===== config.mk =====
export PLATFORM = sky130hd
export DESIGN_NAME = msx_glue_top
export DESIGN_NICKNAME = d
export VERILOG_FILES = /design/src/msx_types_pkg.sv /design/src/msx_cfg_pkg.sv /design/src/core_control.sv /design/src/sd_activity.sv /design/src/cas_control.sv /design/src/video_settings.sv /design/src/msx_glue_top.sv
export SDC_FILE = /design/constraint.sdc
export NUM_CORES = 1
export LEC_CHECK = 0
export BUFFER_PORTS_ARGS = -buffer_cell sky130_fd_sc_hd__buf_2
export CAP_MARGIN = 20
export CORE_AREA = 2 2 169 171
export DETAILED_ROUTE_END_ITERATION = 10
export DIE_AREA = 0 0 171 173
export HOLD_SLACK_MARGIN = 0.02
export PLACE_DENSITY = 0.42
export RECOVER_POWER = 100
export REMOVE_ABC_BUFFERS = 1
export SYNTH_ARGS = -nofsm -noshare
export SYNTH_HDL_FRONTEND = slang
export SYNTH_SLANG_ARGS = --single-unit

===== constraint.sdc =====
create_clock -name clock_bus -period 1.85 [get_ports clock_bus]
set_input_delay 0.37 -clock clock_bus [delete_from_list [all_inputs] [get_ports clock_bus]]
set_output_delay 0.37 -clock clock_bus [all_outputs]
set_load 0.02 [all_outputs]

===== src/msx_types_pkg.sv =====
/*
 * MSX glue types
 * Vector types for the menu status word, DDR3 addresses, image sizes
 * and the video fields handed to the scaler
 */
package msx_types_pkg;

   // Menu and host side
   typedef logic [63:0] status_t;
   typedef logic [15:0] menu_mask_t;
   typedef logic [15:0] io_index_t;
   typedef logic [7:0]  byte_t;

   // Mounted images
   typedef logic [63:0] img_size_t;
   typedef logic [5:0]  mount_vec_t;

   // Four 16-bit cartridge SRAM sizes side by side
   typedef logic [63:0] sram_sizes_t;

   // DDR3 byte address
   typedef logic [27:0] ddr3_addr_t;

   // Video fields
   typedef logic [11:0] aspect_t;
   typedef logic [11:0] pix_dim_t;
   typedef logic [11:0] crop_t;

endpackage


===== src/msx_cfg_pkg.sv =====
/*
 * MSX glue configuration
 * Menu status bit positions, menu mask positions, device and tape
 * constants, aspect and crop values and the SD activity period
 */
package msx_cfg_pkg;

   // ==================================================
   // Menu status word
   // ==================================================
   localparam int st_reset       = 0;
   localparam int st_aspect_lo   = 1;   // 2 bits
   localparam int st_scandbl_lo  = 3;   // 3 bits
   localparam int st_scale_lo    = 6;   // 3 bits
   localparam int st_tape_rewind = 9;
   localparam int st_detach      = 10;
   localparam int st_mount_reset = 12;
   localparam int st_reset_close = 21;

   // ==================================================
   // Menu hide mask
   // ==================================================
   localparam int mask_fdc    = 0;
   localparam int mask_slot_a = 1;
   localparam int mask_slot_b = 2;
   localparam int mask_ocm    = 3;
   localparam int mask_sram   = 6;
   localparam int mask_tape   = 7;

   // Devices and downloads
   localparam int sd_vhd_slot = 4;
   localparam int cas_index   = 5;   // low 6 bits of the index
   localparam int err_none    = 0;

   // Bus idle time before the LEDs go dark
   localparam int sd_activity_cycles = 1_000_000;

   // Original 4:3 aspect
   localparam int aspect_orig_x = 4;
   localparam int aspect_orig_y = 3;

   // 216p crop on a full HD output
   localparam int hdmi_full_w = 1920;
   localparam int hdmi_full_h = 1080;
   localparam int crop_216    = 216;

endpackage


===== src/core_control.sv =====
/*
 * Core control
 * Decodes core and hard reset, builds the menu hide mask and
 * forwards loader errors to the menu as an info message
 */
`timescale 1ns/1ps

module core_control (
   input  logic                      clock_bus,
   input  logic                      reset,
   input  msx_types_pkg::status_t     status,
   input  logic                      upload_reset,
   input  msx_types_pkg::mount_vec_t  img_mounted,
   input  logic                      fdc_enable,
   input  logic                      ocm_enable,
   input  logic                      rom_a_hide,
   input  logic                      rom_b_hide,
   input  msx_types_pkg::sram_sizes_t sram_sizes,
   input  logic                      tape_from_adc,
   input  msx_types_pkg::byte_t       error_code,
   output logic                      hard_reset,
   output logic                      core_reset,
   output msx_types_pkg::menu_mask_t  menu_mask,
   output logic                      info_req,
   output msx_types_pkg::byte_t       info
);
   import msx_types_pkg::*;
   import msx_cfg_pkg::*;

   logic mount_reset;

   // ==================================================
   // Reset decoding
   // ==================================================

   // Remount of the SD image restarts the machine when the FDC is present
   assign mount_reset = status[st_mount_reset] & img_mounted[sd_vhd_slot] & fdc_enable;

   assign hard_reset = reset | status[st_reset] | upload_reset;
   assign core_reset = hard_reset | status[st_detach] | status[st_reset_close] | mount_reset;

   // ==================================================
   // Menu hide mask
   // ==================================================
   always_comb begin
      menu_mask              = '0;
      menu_mask[mask_fdc]    = fdc_enable;
      menu_mask[mask_slot_a] = rom_a_hide | ocm_enable;
      menu_mask[mask_slot_b] = rom_b_hide | ocm_enable;
      menu_mask[mask_ocm]    = ocm_enable;
      // No SRAM on any cartridge hides save and load
      menu_mask[mask_sram]   = (sram_sizes == '0);
      menu_mask[mask_tape]   = tape_from_adc;
   end

   // Error report
   assign info_req = (error_code != byte_t'(err_none));
   assign info     = error_code;

endmodule


===== src/sd_activity.sv =====
/*
 * SD routing and activity
 * Selects the virtual SD card on image mount, gates the SD pins,
 * picks MISO and lights the user or disk LED on SPI traffic
 */
`timescale 1ns/1ps

module sd_activity #(
   parameter int activity_cycles = msx_cfg_pkg::sd_activity_cycles
) (
   input  logic                     clock_bus,
   input  logic                     reset,
   input  msx_types_pkg::mount_vec_t img_mounted,
   input  msx_types_pkg::img_size_t  img_size,
   input  logic                     spi_sck,
   input  logic                     spi_mosi,
   input  logic                     sd_miso_pin,
   input  logic                     vsd_miso,
   output logic                     sd_cs,
   output logic                     sd_sck,
   output logic                     sd_mosi,
   output logic                     spi_miso,
   output logic                     led_user,
   output logic [1:0]               led_disk
);
   import msx_cfg_pkg::*;

   localparam int cnt_w = $clog2(activity_cycles + 1);
   localparam logic [cnt_w-1:0] act_limit = cnt_w'(activity_cycles);

   logic             vsd_sel;
   logic             mosi_last;
   logic             miso_last;
   logic [cnt_w-1:0] act_cnt;
   logic             sd_act;

   // ==================================================
   // Virtual SD select and pin routing
   // ==================================================
   always_ff @(posedge clock_bus) begin
      if (reset) begin
         vsd_sel <= 1'b0;
      end else if (img_mounted[sd_vhd_slot]) begin
         // Empty image means unmount
         vsd_sel <= |img_size;
      end
   end

   assign sd_cs    = vsd_sel;
   assign sd_sck   = spi_sck & ~vsd_sel;
   assign sd_mosi  = spi_mosi & ~vsd_sel;
   assign spi_miso = vsd_sel ? vsd_miso : sd_miso_pin;

   // ==================================================
   // Bus activity timer
   // ==================================================
   always_ff @(posedge clock_bus) begin
      if (reset) begin
         mosi_last <= 1'b0;
         miso_last <= 1'b0;
         act_cnt   <= act_limit;
      end else begin
         mosi_last <= spi_mosi;
         miso_last <= spi_miso;
         if ((mosi_last ^ spi_mosi) || (miso_last ^ spi_miso)) begin
            act_cnt <= '0;
         end else if (act_cnt < act_limit) begin
            act_cnt <= act_cnt + 1'b1;
         end
      end
   end

   assign sd_act = (act_cnt < act_limit);

   // Virtual card on the user LED, physical card on the disk LED
   assign led_user = vsd_sel & sd_act;
   assign led_disk = {1'b1, ~vsd_sel & sd_act};

endmodule


===== src/cas_control.sv =====
/*
 * Cassette control
 * Load latch, play and rewind for the tape player, tape input
 * choice and the shared DDR3 read port
 */
`timescale 1ns/1ps

module cas_control (
   input  logic                     clock_bus,
   input  logic                     reset,
   input  msx_types_pkg::status_t    status,
   input  logic                     ioctl_download,
   input  msx_types_pkg::io_index_t  ioctl_index,
   input  logic                     tape_motor,
   input  logic                     tape_from_adc,
   input  logic                     cas_bit,
   input  logic                     adc_bit,
   input  logic                     adc_active,
   input  logic                     dl_request,
   input  msx_types_pkg::ddr3_addr_t dl_addr,
   input  logic                     dl_rd,
   input  msx_types_pkg::ddr3_addr_t cas_addr,
   input  logic                     cas_rd,
   output logic                     cas_enable,
   output logic                     cas_play,
   output logic                     cas_rewind,
   output logic                     tape_in_core,
   output msx_types_pkg::ddr3_addr_t ddr3_addr,
   output logic                     ddr3_rd
);
   import msx_cfg_pkg::*;

   logic cas_dl;
   logic cas_dl_last;

   // ==================================================
   // Cassette load latch
   // ==================================================
   assign cas_dl = ioctl_download & (ioctl_index[5:0] == 6'(cas_index));

   always_ff @(posedge clock_bus) begin
      if (reset) begin
         cas_dl_last <= 1'b0;
         cas_enable  <= 1'b0;
      end else begin
         cas_dl_last <= cas_dl;
         // End of a cassette download arms the player
         if (cas_dl_last && !cas_dl) begin
            cas_enable <= 1'b1;
         end
      end
   end

   // Motor line is active low on the MSX side
   assign cas_play   = cas_enable & ~tape_motor;
   assign cas_rewind = status[st_tape_rewind] | cas_dl | reset;

   // Tape input source
   assign tape_in_core = tape_from_adc ? (adc_bit & adc_active) : cas_bit;

   // ==================================================
   // DDR3 read port, loader first
   // ==================================================
   assign ddr3_addr = dl_request ? dl_addr : cas_addr;
   assign ddr3_rd   = dl_request ? dl_rd   : cas_rd;

endmodule


===== src/video_settings.sv =====
/*
 * Video settings
 * Turns the video menu options into scandoubler, scanline, hq2x,
 * aspect, scale and the 216p crop for a full HD output
 */
`timescale 1ns/1ps

module video_settings (
   input  logic                   clock_bus,
   input  logic                   reset,
   input  msx_types_pkg::status_t  status,
   input  logic                   forced_scandoubler,
   input  msx_types_pkg::pix_dim_t hdmi_width,
   input  msx_types_pkg::pix_dim_t hdmi_height,
   output logic                   scandoubler,
   output logic                   hq2x,
   output logic [1:0]             vga_sl,
   output msx_types_pkg::aspect_t  arx,
   output msx_types_pkg::aspect_t  ary,
   output msx_types_pkg::crop_t    crop_size,
   output logic [2:0]             scale_mode
);
   import msx_types_pkg::*;
   import msx_cfg_pkg::*;

   logic [2:0] sd_fx;
   logic [2:0] sl;
   logic [1:0] ar;
   logic       full_hd;

   // ==================================================
   // Scandoubler effects
   // ==================================================
   assign sd_fx = status[st_scandbl_lo +: 3];
   assign sl    = sd_fx - 3'd1;

   assign scandoubler = forced_scandoubler | (sd_fx != 3'd0);
   assign hq2x        = (sd_fx == 3'd1);
   // CRT 25/50/75 map to scanline levels 1 to 3
   assign vga_sl      = (sd_fx != 3'd0) ? sl[1:0] : 2'd0;

   // ==================================================
   // Aspect and scale
   // ==================================================
   assign ar  = status[st_aspect_lo +: 2];
   assign arx = (ar == 2'd0) ? aspect_t'(aspect_orig_x) : aspect_t'(ar - 2'd1);
   assign ary = (ar == 2'd0) ? aspect_t'(aspect_orig_y) : '0;

   assign scale_mode = status[st_scale_lo +: 3];

   // 216p crop only without the scandoubler
   assign full_hd = (hdmi_width == pix_dim_t'(hdmi_full_w)) &&
                    (hdmi_height == pix_dim_t'(hdmi_full_h));

   always_ff @(posedge clock_bus) begin
      if (reset) begin
         crop_size <= '0;
      end else begin
         crop_size <= (full_hd && !scandoubler) ? crop_t'(crop_216) : '0;
      end
   end

endmodule


===== src/msx_glue_top.sv =====
/*
 * MSX glue top
 * Ties reset control, SD routing, cassette control and video
 * settings together on one clock
 */
`timescale 1ns/1ps

module msx_glue_top #(
   parameter int activity_cycles = msx_cfg_pkg::sd_activity_cycles
) (
   input  logic                      clock_bus,
   input  logic                      reset,
   // Menu and loader
   input  msx_types_pkg::status_t     status,
   input  logic                      upload_reset,
   input  msx_types_pkg::mount_vec_t  img_mounted,
   input  msx_types_pkg::img_size_t   img_size,
   input  logic                      fdc_enable,
   input  logic                      ocm_enable,
   input  logic                      rom_a_hide,
   input  logic                      rom_b_hide,
   input  msx_types_pkg::sram_sizes_t sram_sizes,
   input  msx_types_pkg::byte_t       error_code,
   output logic                      hard_reset,
   output logic                      core_reset,
   output msx_types_pkg::menu_mask_t  menu_mask,
   output logic                      info_req,
   output msx_types_pkg::byte_t       info,
   // SD card
   input  logic                      spi_sck,
   input  logic                      spi_mosi,
   input  logic                      sd_miso_pin,
   input  logic                      vsd_miso,
   output logic                      sd_cs,
   output logic                      sd_sck,
   output logic                      sd_mosi,
   output logic                      spi_miso,
   output logic                      led_user,
   output logic [1:0]                led_disk,
   // Cassette and DDR3
   input  logic                      ioctl_download,
   input  msx_types_pkg::io_index_t   ioctl_index,
   input  logic                      tape_motor,
   input  logic                      tape_from_adc,
   input  logic                      cas_bit,
   input  logic                      adc_bit,
   input  logic                      adc_active,
   input  logic                      dl_request,
   input  msx_types_pkg::ddr3_addr_t  dl_addr,
   input  logic                      dl_rd,
   input  msx_types_pkg::ddr3_addr_t  cas_addr,
   input  logic                      cas_rd,
   output logic                      cas_enable,
   output logic                      cas_play,
   output logic                      cas_rewind,
   output logic                      tape_in_core,
   output msx_types_pkg::ddr3_addr_t  ddr3_addr,
   output logic                      ddr3_rd,
   // Video
   input  logic                      forced_scandoubler,
   input  msx_types_pkg::pix_dim_t    hdmi_width,
   input  msx_types_pkg::pix_dim_t    hdmi_height,
   output logic                      scandoubler,
   output logic                      hq2x,
   output logic [1:0]                vga_sl,
   output msx_types_pkg::aspect_t     arx,
   output msx_types_pkg::aspect_t     ary,
   output msx_types_pkg::crop_t       crop_size,
   output logic [2:0]                scale_mode
);

   // System reset only reaches the reset decoder
   core_control u_core_control (
      .clock_bus     (clock_bus),
      .reset         (reset),
      .status        (status),
      .upload_reset  (upload_reset),
      .img_mounted   (img_mounted),
      .fdc_enable    (fdc_enable),
      .ocm_enable    (ocm_enable),
      .rom_a_hide    (rom_a_hide),
      .rom_b_hide    (rom_b_hide),
      .sram_sizes    (sram_sizes),
      .tape_from_adc (tape_from_adc),
      .error_code    (error_code),
      .hard_reset    (hard_reset),
      .core_reset    (core_reset),
      .menu_mask     (menu_mask),
      .info_req      (info_req),
      .info          (info)
   );

   sd_activity #(
      .activity_cycles (activity_cycles)
   ) u_sd_activity (
      .clock_bus   (clock_bus),
      .reset       (core_reset),
      .img_mounted (img_mounted),
      .img_size    (img_size),
      .spi_sck     (spi_sck),
      .spi_mosi    (spi_mosi),
      .sd_miso_pin (sd_miso_pin),
      .vsd_miso    (vsd_miso),
      .sd_cs       (sd_cs),
      .sd_sck      (sd_sck),
      .sd_mosi     (sd_mosi),
      .spi_miso    (spi_miso),
      .led_user    (led_user),
      .led_disk    (led_disk)
   );

   cas_control u_cas_control (
      .clock_bus      (clock_bus),
      .reset          (core_reset),
      .status         (status),
      .ioctl_download (ioctl_download),
      .ioctl_index    (ioctl_index),
      .tape_motor     (tape_motor),
      .tape_from_adc  (tape_from_adc),
      .cas_bit        (cas_bit),
      .adc_bit        (adc_bit),
      .adc_active     (adc_active),
      .dl_request     (dl_request),
      .dl_addr        (dl_addr),
      .dl_rd          (dl_rd),
      .cas_addr       (cas_addr),
      .cas_rd         (cas_rd),
      .cas_enable     (cas_enable),
      .cas_play       (cas_play),
      .cas_rewind     (cas_rewind),
      .tape_in_core   (tape_in_core),
      .ddr3_addr      (ddr3_addr),
      .ddr3_rd        (ddr3_rd)
   );

   video_settings u_video_settings (
      .clock_bus          (clock_bus),
      .reset              (core_reset),
      .status             (status),
      .forced_scandoubler (forced_scandoubler),
      .hdmi_width         (hdmi_width),
      .hdmi_height        (hdmi_height),
      .scandoubler        (scandoubler),
      .hq2x               (hq2x),
      .vga_sl             (vga_sl),
      .arx                (arx),
      .ary                (ary),
      .crop_size          (crop_size),
      .scale_mode         (scale_mode)
   );

endmodule


; Word level (Yosys, flattened, before mapping)
; Cells that the tools add are included.
[word_totals]
regBits = 37
latchBits = 0
ramBits = 0
mem_bits_ro = 0
elab_cells = 62
mem_count = 0
[classes]
add_sub_neg = 3
mul = 0
div = 0
order_cmp = 1
eq_ne = 4
shifts = 0
muxes = 10
bitwise = 23
reduce_logical = 13
[ops]
columns = op, count
row1 = $logic_not A64 Y1, 1
row2 = $reduce_or A64 Y1, 1
row3 = $mux W20, 2
row4 = $mux W28, 1
row5 = $eq A12 B11 Y1 const B, 2
row6 = $add A20 B1 Y20 const B, 1
row7 = $lt A20 B20 Y1 const B, 1
row8 = $mux W12, 1
row9 = $or A1 B1 Y1, 10
row10 = $and A1 B1 Y1, 9
row11 = $mux W8, 1
row12 = $reduce_bool A8 Y1, 1
row13 = $eq A6 B3 Y1 const B, 1
row14 = $mux W2, 2
row15 = $eq A3 B1 Y1 const B, 1
row16 = $logic_and A1 B1 Y1, 3
row17 = $mux W1, 3
row18 = $reduce_bool A3 Y1, 1
row19 = $sub A2 B1 Y3 const B, 1
row20 = $logic_not A1 Y1, 2
row21 = $logic_not A2 Y1, 1
row22 = $not A1 Y1, 2
row23 = $reduce_bool A2 Y1, 1
row24 = $reduce_or A2 Y1, 1
row25 = 3 further kinds, 4

; Logic depth before layout (Yosys ltp)
[depth]
word_depth = 6
depth_mapped = 6

; By module
; From an unflattened synthesis, not the netlist that was laid out.
[hier_totals]
cells_unflattened = 316
hier_area_um2 = 2611.3
[by_module_without_submodules]
columns = mod, n_inst, cells_each, area_each_um2, seq_area_each_um2
row1 = sd_activity, 1, 160, 1370.1, 460.4
row2 = cas_control, 1, 46, 462.9, 40.0
row3 = video_settings, 1, 58, 424.2, 20.0
row4 = core_control, 1, 52, 354.1, 0.0

; Worst setup path before layout
; Ideal clock, no wire load.
[synth_timing]
path_kind = input-to-output
start = in sram_sizes[0]
end = out menu_mask[6]
t_arrival_ns = 1.468
t_required_ns = 1.480
path_slack_ns = 0.012
path_stages = 3
n_path_buf = 0
cell_sequence = nor4_1 -> nand4_1 -> nor4_1
[synth_via]
elab_chain_len = 1
[synth_rtl]
columns = element, line_no
row1 = from (decl), msx_glue_top.sv:22  ; input msx_types_pkg::sram_sizes_t sram_sizes,
row2 = $logic_not A64 Y1, core_control.sv:52  ; menu_mask[mask_sram] = (sram_sizes == '0);
row3 = to (decl), msx_glue_top.sv:26  ; output msx_types_pkg::menu_mask_t menu_mask,
; No other way between the ends.

; Worst setup path in the final report
[layout_timing]
start = in sram_sizes[4]
end = out menu_mask[6]
; Same word-level chain as after synthesis.

==> run metrics <==
IO Port Bufs=322; vias in the first global route=3241; min cycle time layout=1.86 ns; DR vias=3414; worst-case clock buffer depth=2; Cell Pwr Density=410 nW/µm²; CP max FO=1; Post-synth top cells=buf_4 (57), nor4_1 (36), nor2_1 (30); drc violations=0; met2 routed WL=6.37 mm; crit-path cells=buf_6 -> nor4_4 -> buf_4 -> nand4_1 -> nor4_2 -> buf_4; final core occ=17.0%; setup violators final=1; Avg Cell Area, Syn=8.19 µm²; final hold slack=0.368 ns; CTS tree=done; GP Congestion=0.766; DP HPWL=10.9 mm; Crit-path slowest cell=nor4_2; VDD IR-drop max=0.300 mV; largest net degree at the start of global routing=30; Setup crit start kind=primary input; total power=0.00192 W; CP Data Arrival Time=1.49 ns; Synth cell types=46; GRT overflow=0; share of layout cells above drive strength 1=58.4%; Setup WS post-layout=-0.00585 ns; post-route cell area=4690 µm²; final instance count without filler cells=1020; initial antenna violation count=2; crit end category=output port; most frequent cell after synthesis=buf_4; synthesized cell area=2550 µm²; clock buffer count from CTS=3; FFs w/ async S/R, synth=0%; final net count=967; metal3 WL=1.15 mm; H-Tree Level Count=1; DP Area=4550 µm²; CTS sink count=26; RSZ-0062 raised after global routing=yes; Vert. Die Dim=173 µm; Synth Register Bits=26; clk root buf=clkbuf_16; 1st-iter DRT viols=68; fmax=539 MHz; top cells by area, synth=dfxtp_1 (20%), buf_4 (17%), mux2_2 (13%); CP most frequent cell=buf_4; status=complete, but fails checks; Int Pwr=0.00133 W; Post-synth EDFFs=0; first-pass GRT wire length=16.8 mm; post-route ant nets=0; initial core utilization=9.25%; critical path start-end classification=primary input to output port; Antenna Cells=0; Hold Vio Cnt, Final=0; Hold WC Path Type=primary input to register; synth warn=0; overall routed net length=12.1 mm; largest area contributor in the netlist=dfxtp_1; drt wl/cell=11.9 µm; Final Skew=0.00996 ns; DRT Pass-1 Iters=4; DRT met1 WL=4.58 mm; CP required=1.48 ns; commonest register cell after synthesis=dfxtp_1; Reg clk slew, reported paths=0.06 ns; leakage=2.12 nW; Cells after DPL=1012; CORE AREA=27600 µm²; io pins=433; GR Util All Layers=7.41%; Cells after Synth=312; later-pin clock latency in the skew report=0.26 ns; uppermost layer routed=met5; switching pwr=0.000594 W; combinational power share=37.6%; Area Overhead vs Synth=83.7%; max_cap viols=0; max incr delay on CP=0.32 ns; Row Count=61; sequential element share of the synthesized area=20.4%; failing checks=setup timing; Tcrit/Tclk final=100%; die area=29600 µm²; vias per cell=3.35; Max Slew Vio Count=0; Die W=171 µm; clock network power share=33.0%; Sw Ratio=30.9%; Synth top area share=20.4%; sequential share of power=29.3%
[cells by family after synthesis]
group           after synthesis  share of synthesized area [%]
buf+inv                      71                           19.3
other cells                   2                          0.294
flops                        26                           20.4
fa+ha+maj                     1                          0.490
mux                          33                           14.4
simple gates                148                           35.8
compound gates               15                           3.82
xor+xnor                     16                           5.49
[power by group through the flow]
| stage | clock network [W] | logic [W] | registers [W] |
|---|---|---|---|
| 3_5_place_dp | 0 | 0.000717 | 0.000578 |
| 2_1_floorplan | 0 | 0.000285 | 0.000578 |
| 6_report | 0.000635 | 0.000724 | 0.000564 |
| 3_3_place_gp | 0 | 0.000714 | 0.000578 |
| 5_1_grt | 0.000686 | 0.000783 | 0.000564 |
| 4_1_cts | 0.000664 | 0.000734 | 0.000565 |
[layout make-up]
type / instances / area (µm²)
flip-flops and latches: 26 / 529
inverters: 6 / 22.5
multi-input cells: 251 / 1730
fillers: 3228 / 22900
clock buffers: 3 / 75.1
well taps: 378 / 473
repair buffers: 355 / 1840
clock inverters: 1 / 30.0
[path summary, 6_finish.rpt]
check / start / endpoint / slack [ns] / depth (start not counted)
min reg2reg: u_cas_control.cas_dl_last / u_cas_control.cas_enable / 0.48 / 2
max: sram_sizes[4] / menu_mask[6] / -0.006 / 6
min: spi_mosi / u_sd_activity.mosi_last / 0.37 / 2
max reg2reg: u_sd_activity.act_cnt[6] / u_sd_activity.act_cnt[13] / 0.09 / 7
[metrics by stage]
| stage | worst slack (ns) | TNS (ns) |
|---|---|---|
| floorplan | -0.483 | -5.82 |
| global placement | -0.197 | -0.788 |
| detailed placement | -0.205 | -0.778 |
| CTS | -0.0199 | -0.0199 |
| global route | -0.0942 | -0.668 |
| finish | -0.00585 | -0.00585 |
[sequential cells by signal (all words and copies together), names as in the netlist]
register and flops:
u_sd_activity.miso_last 1, u_video_settings.crop_size 1, u_sd_activity.mosi_last 1, u_cas_control.cas_enable 1, u_cas_control.cas_dl_last 1, u_sd_activity.act_cnt 20
u_sd_activity.sd_cs 1
[per-layer routing]
metal / vias to the layer above / track usage [%]
met4: 2 / 0.530
li1: 1702 / -
met3: 4 / 1.35
met5: - / 0
met2: 228 / 14.8
met1: 1478 / 8.31
[what timing repair did]
item / 4_1_cts / 5_1_grt
pin swaps: 4 / 3
buffers inserted: 3 / 1
endpoints found under the hold margin: 0 / 0
gates cloned: 0 / 0
hold buffers: 0 / 0
resized for setup: 10 / 12
endpoints found under the setup margin: 4 / 6
[cells in the final DEF, fill, tap and decap left out, types with 14 or more instances in the layout]
cell type	netlist	routed
nor2_1	30	29
clkbuf_2	0	30
mux2_2	29	28
dfxtp_1	26	21
buf_2	4	257
xnor2_1	14	14
nor4_1	36	31
clkbuf_1	2	37
nand2_1	15	15
nand4_1	14	14
conb_1	2	38
buf_4	57	24
[critical path: cells and delay by family]
family	cells	cell delay (ns)
and+or+nand+nor	3	0.66
buffers and inverters	3	0.45
(Power assumes the default switching activity.)
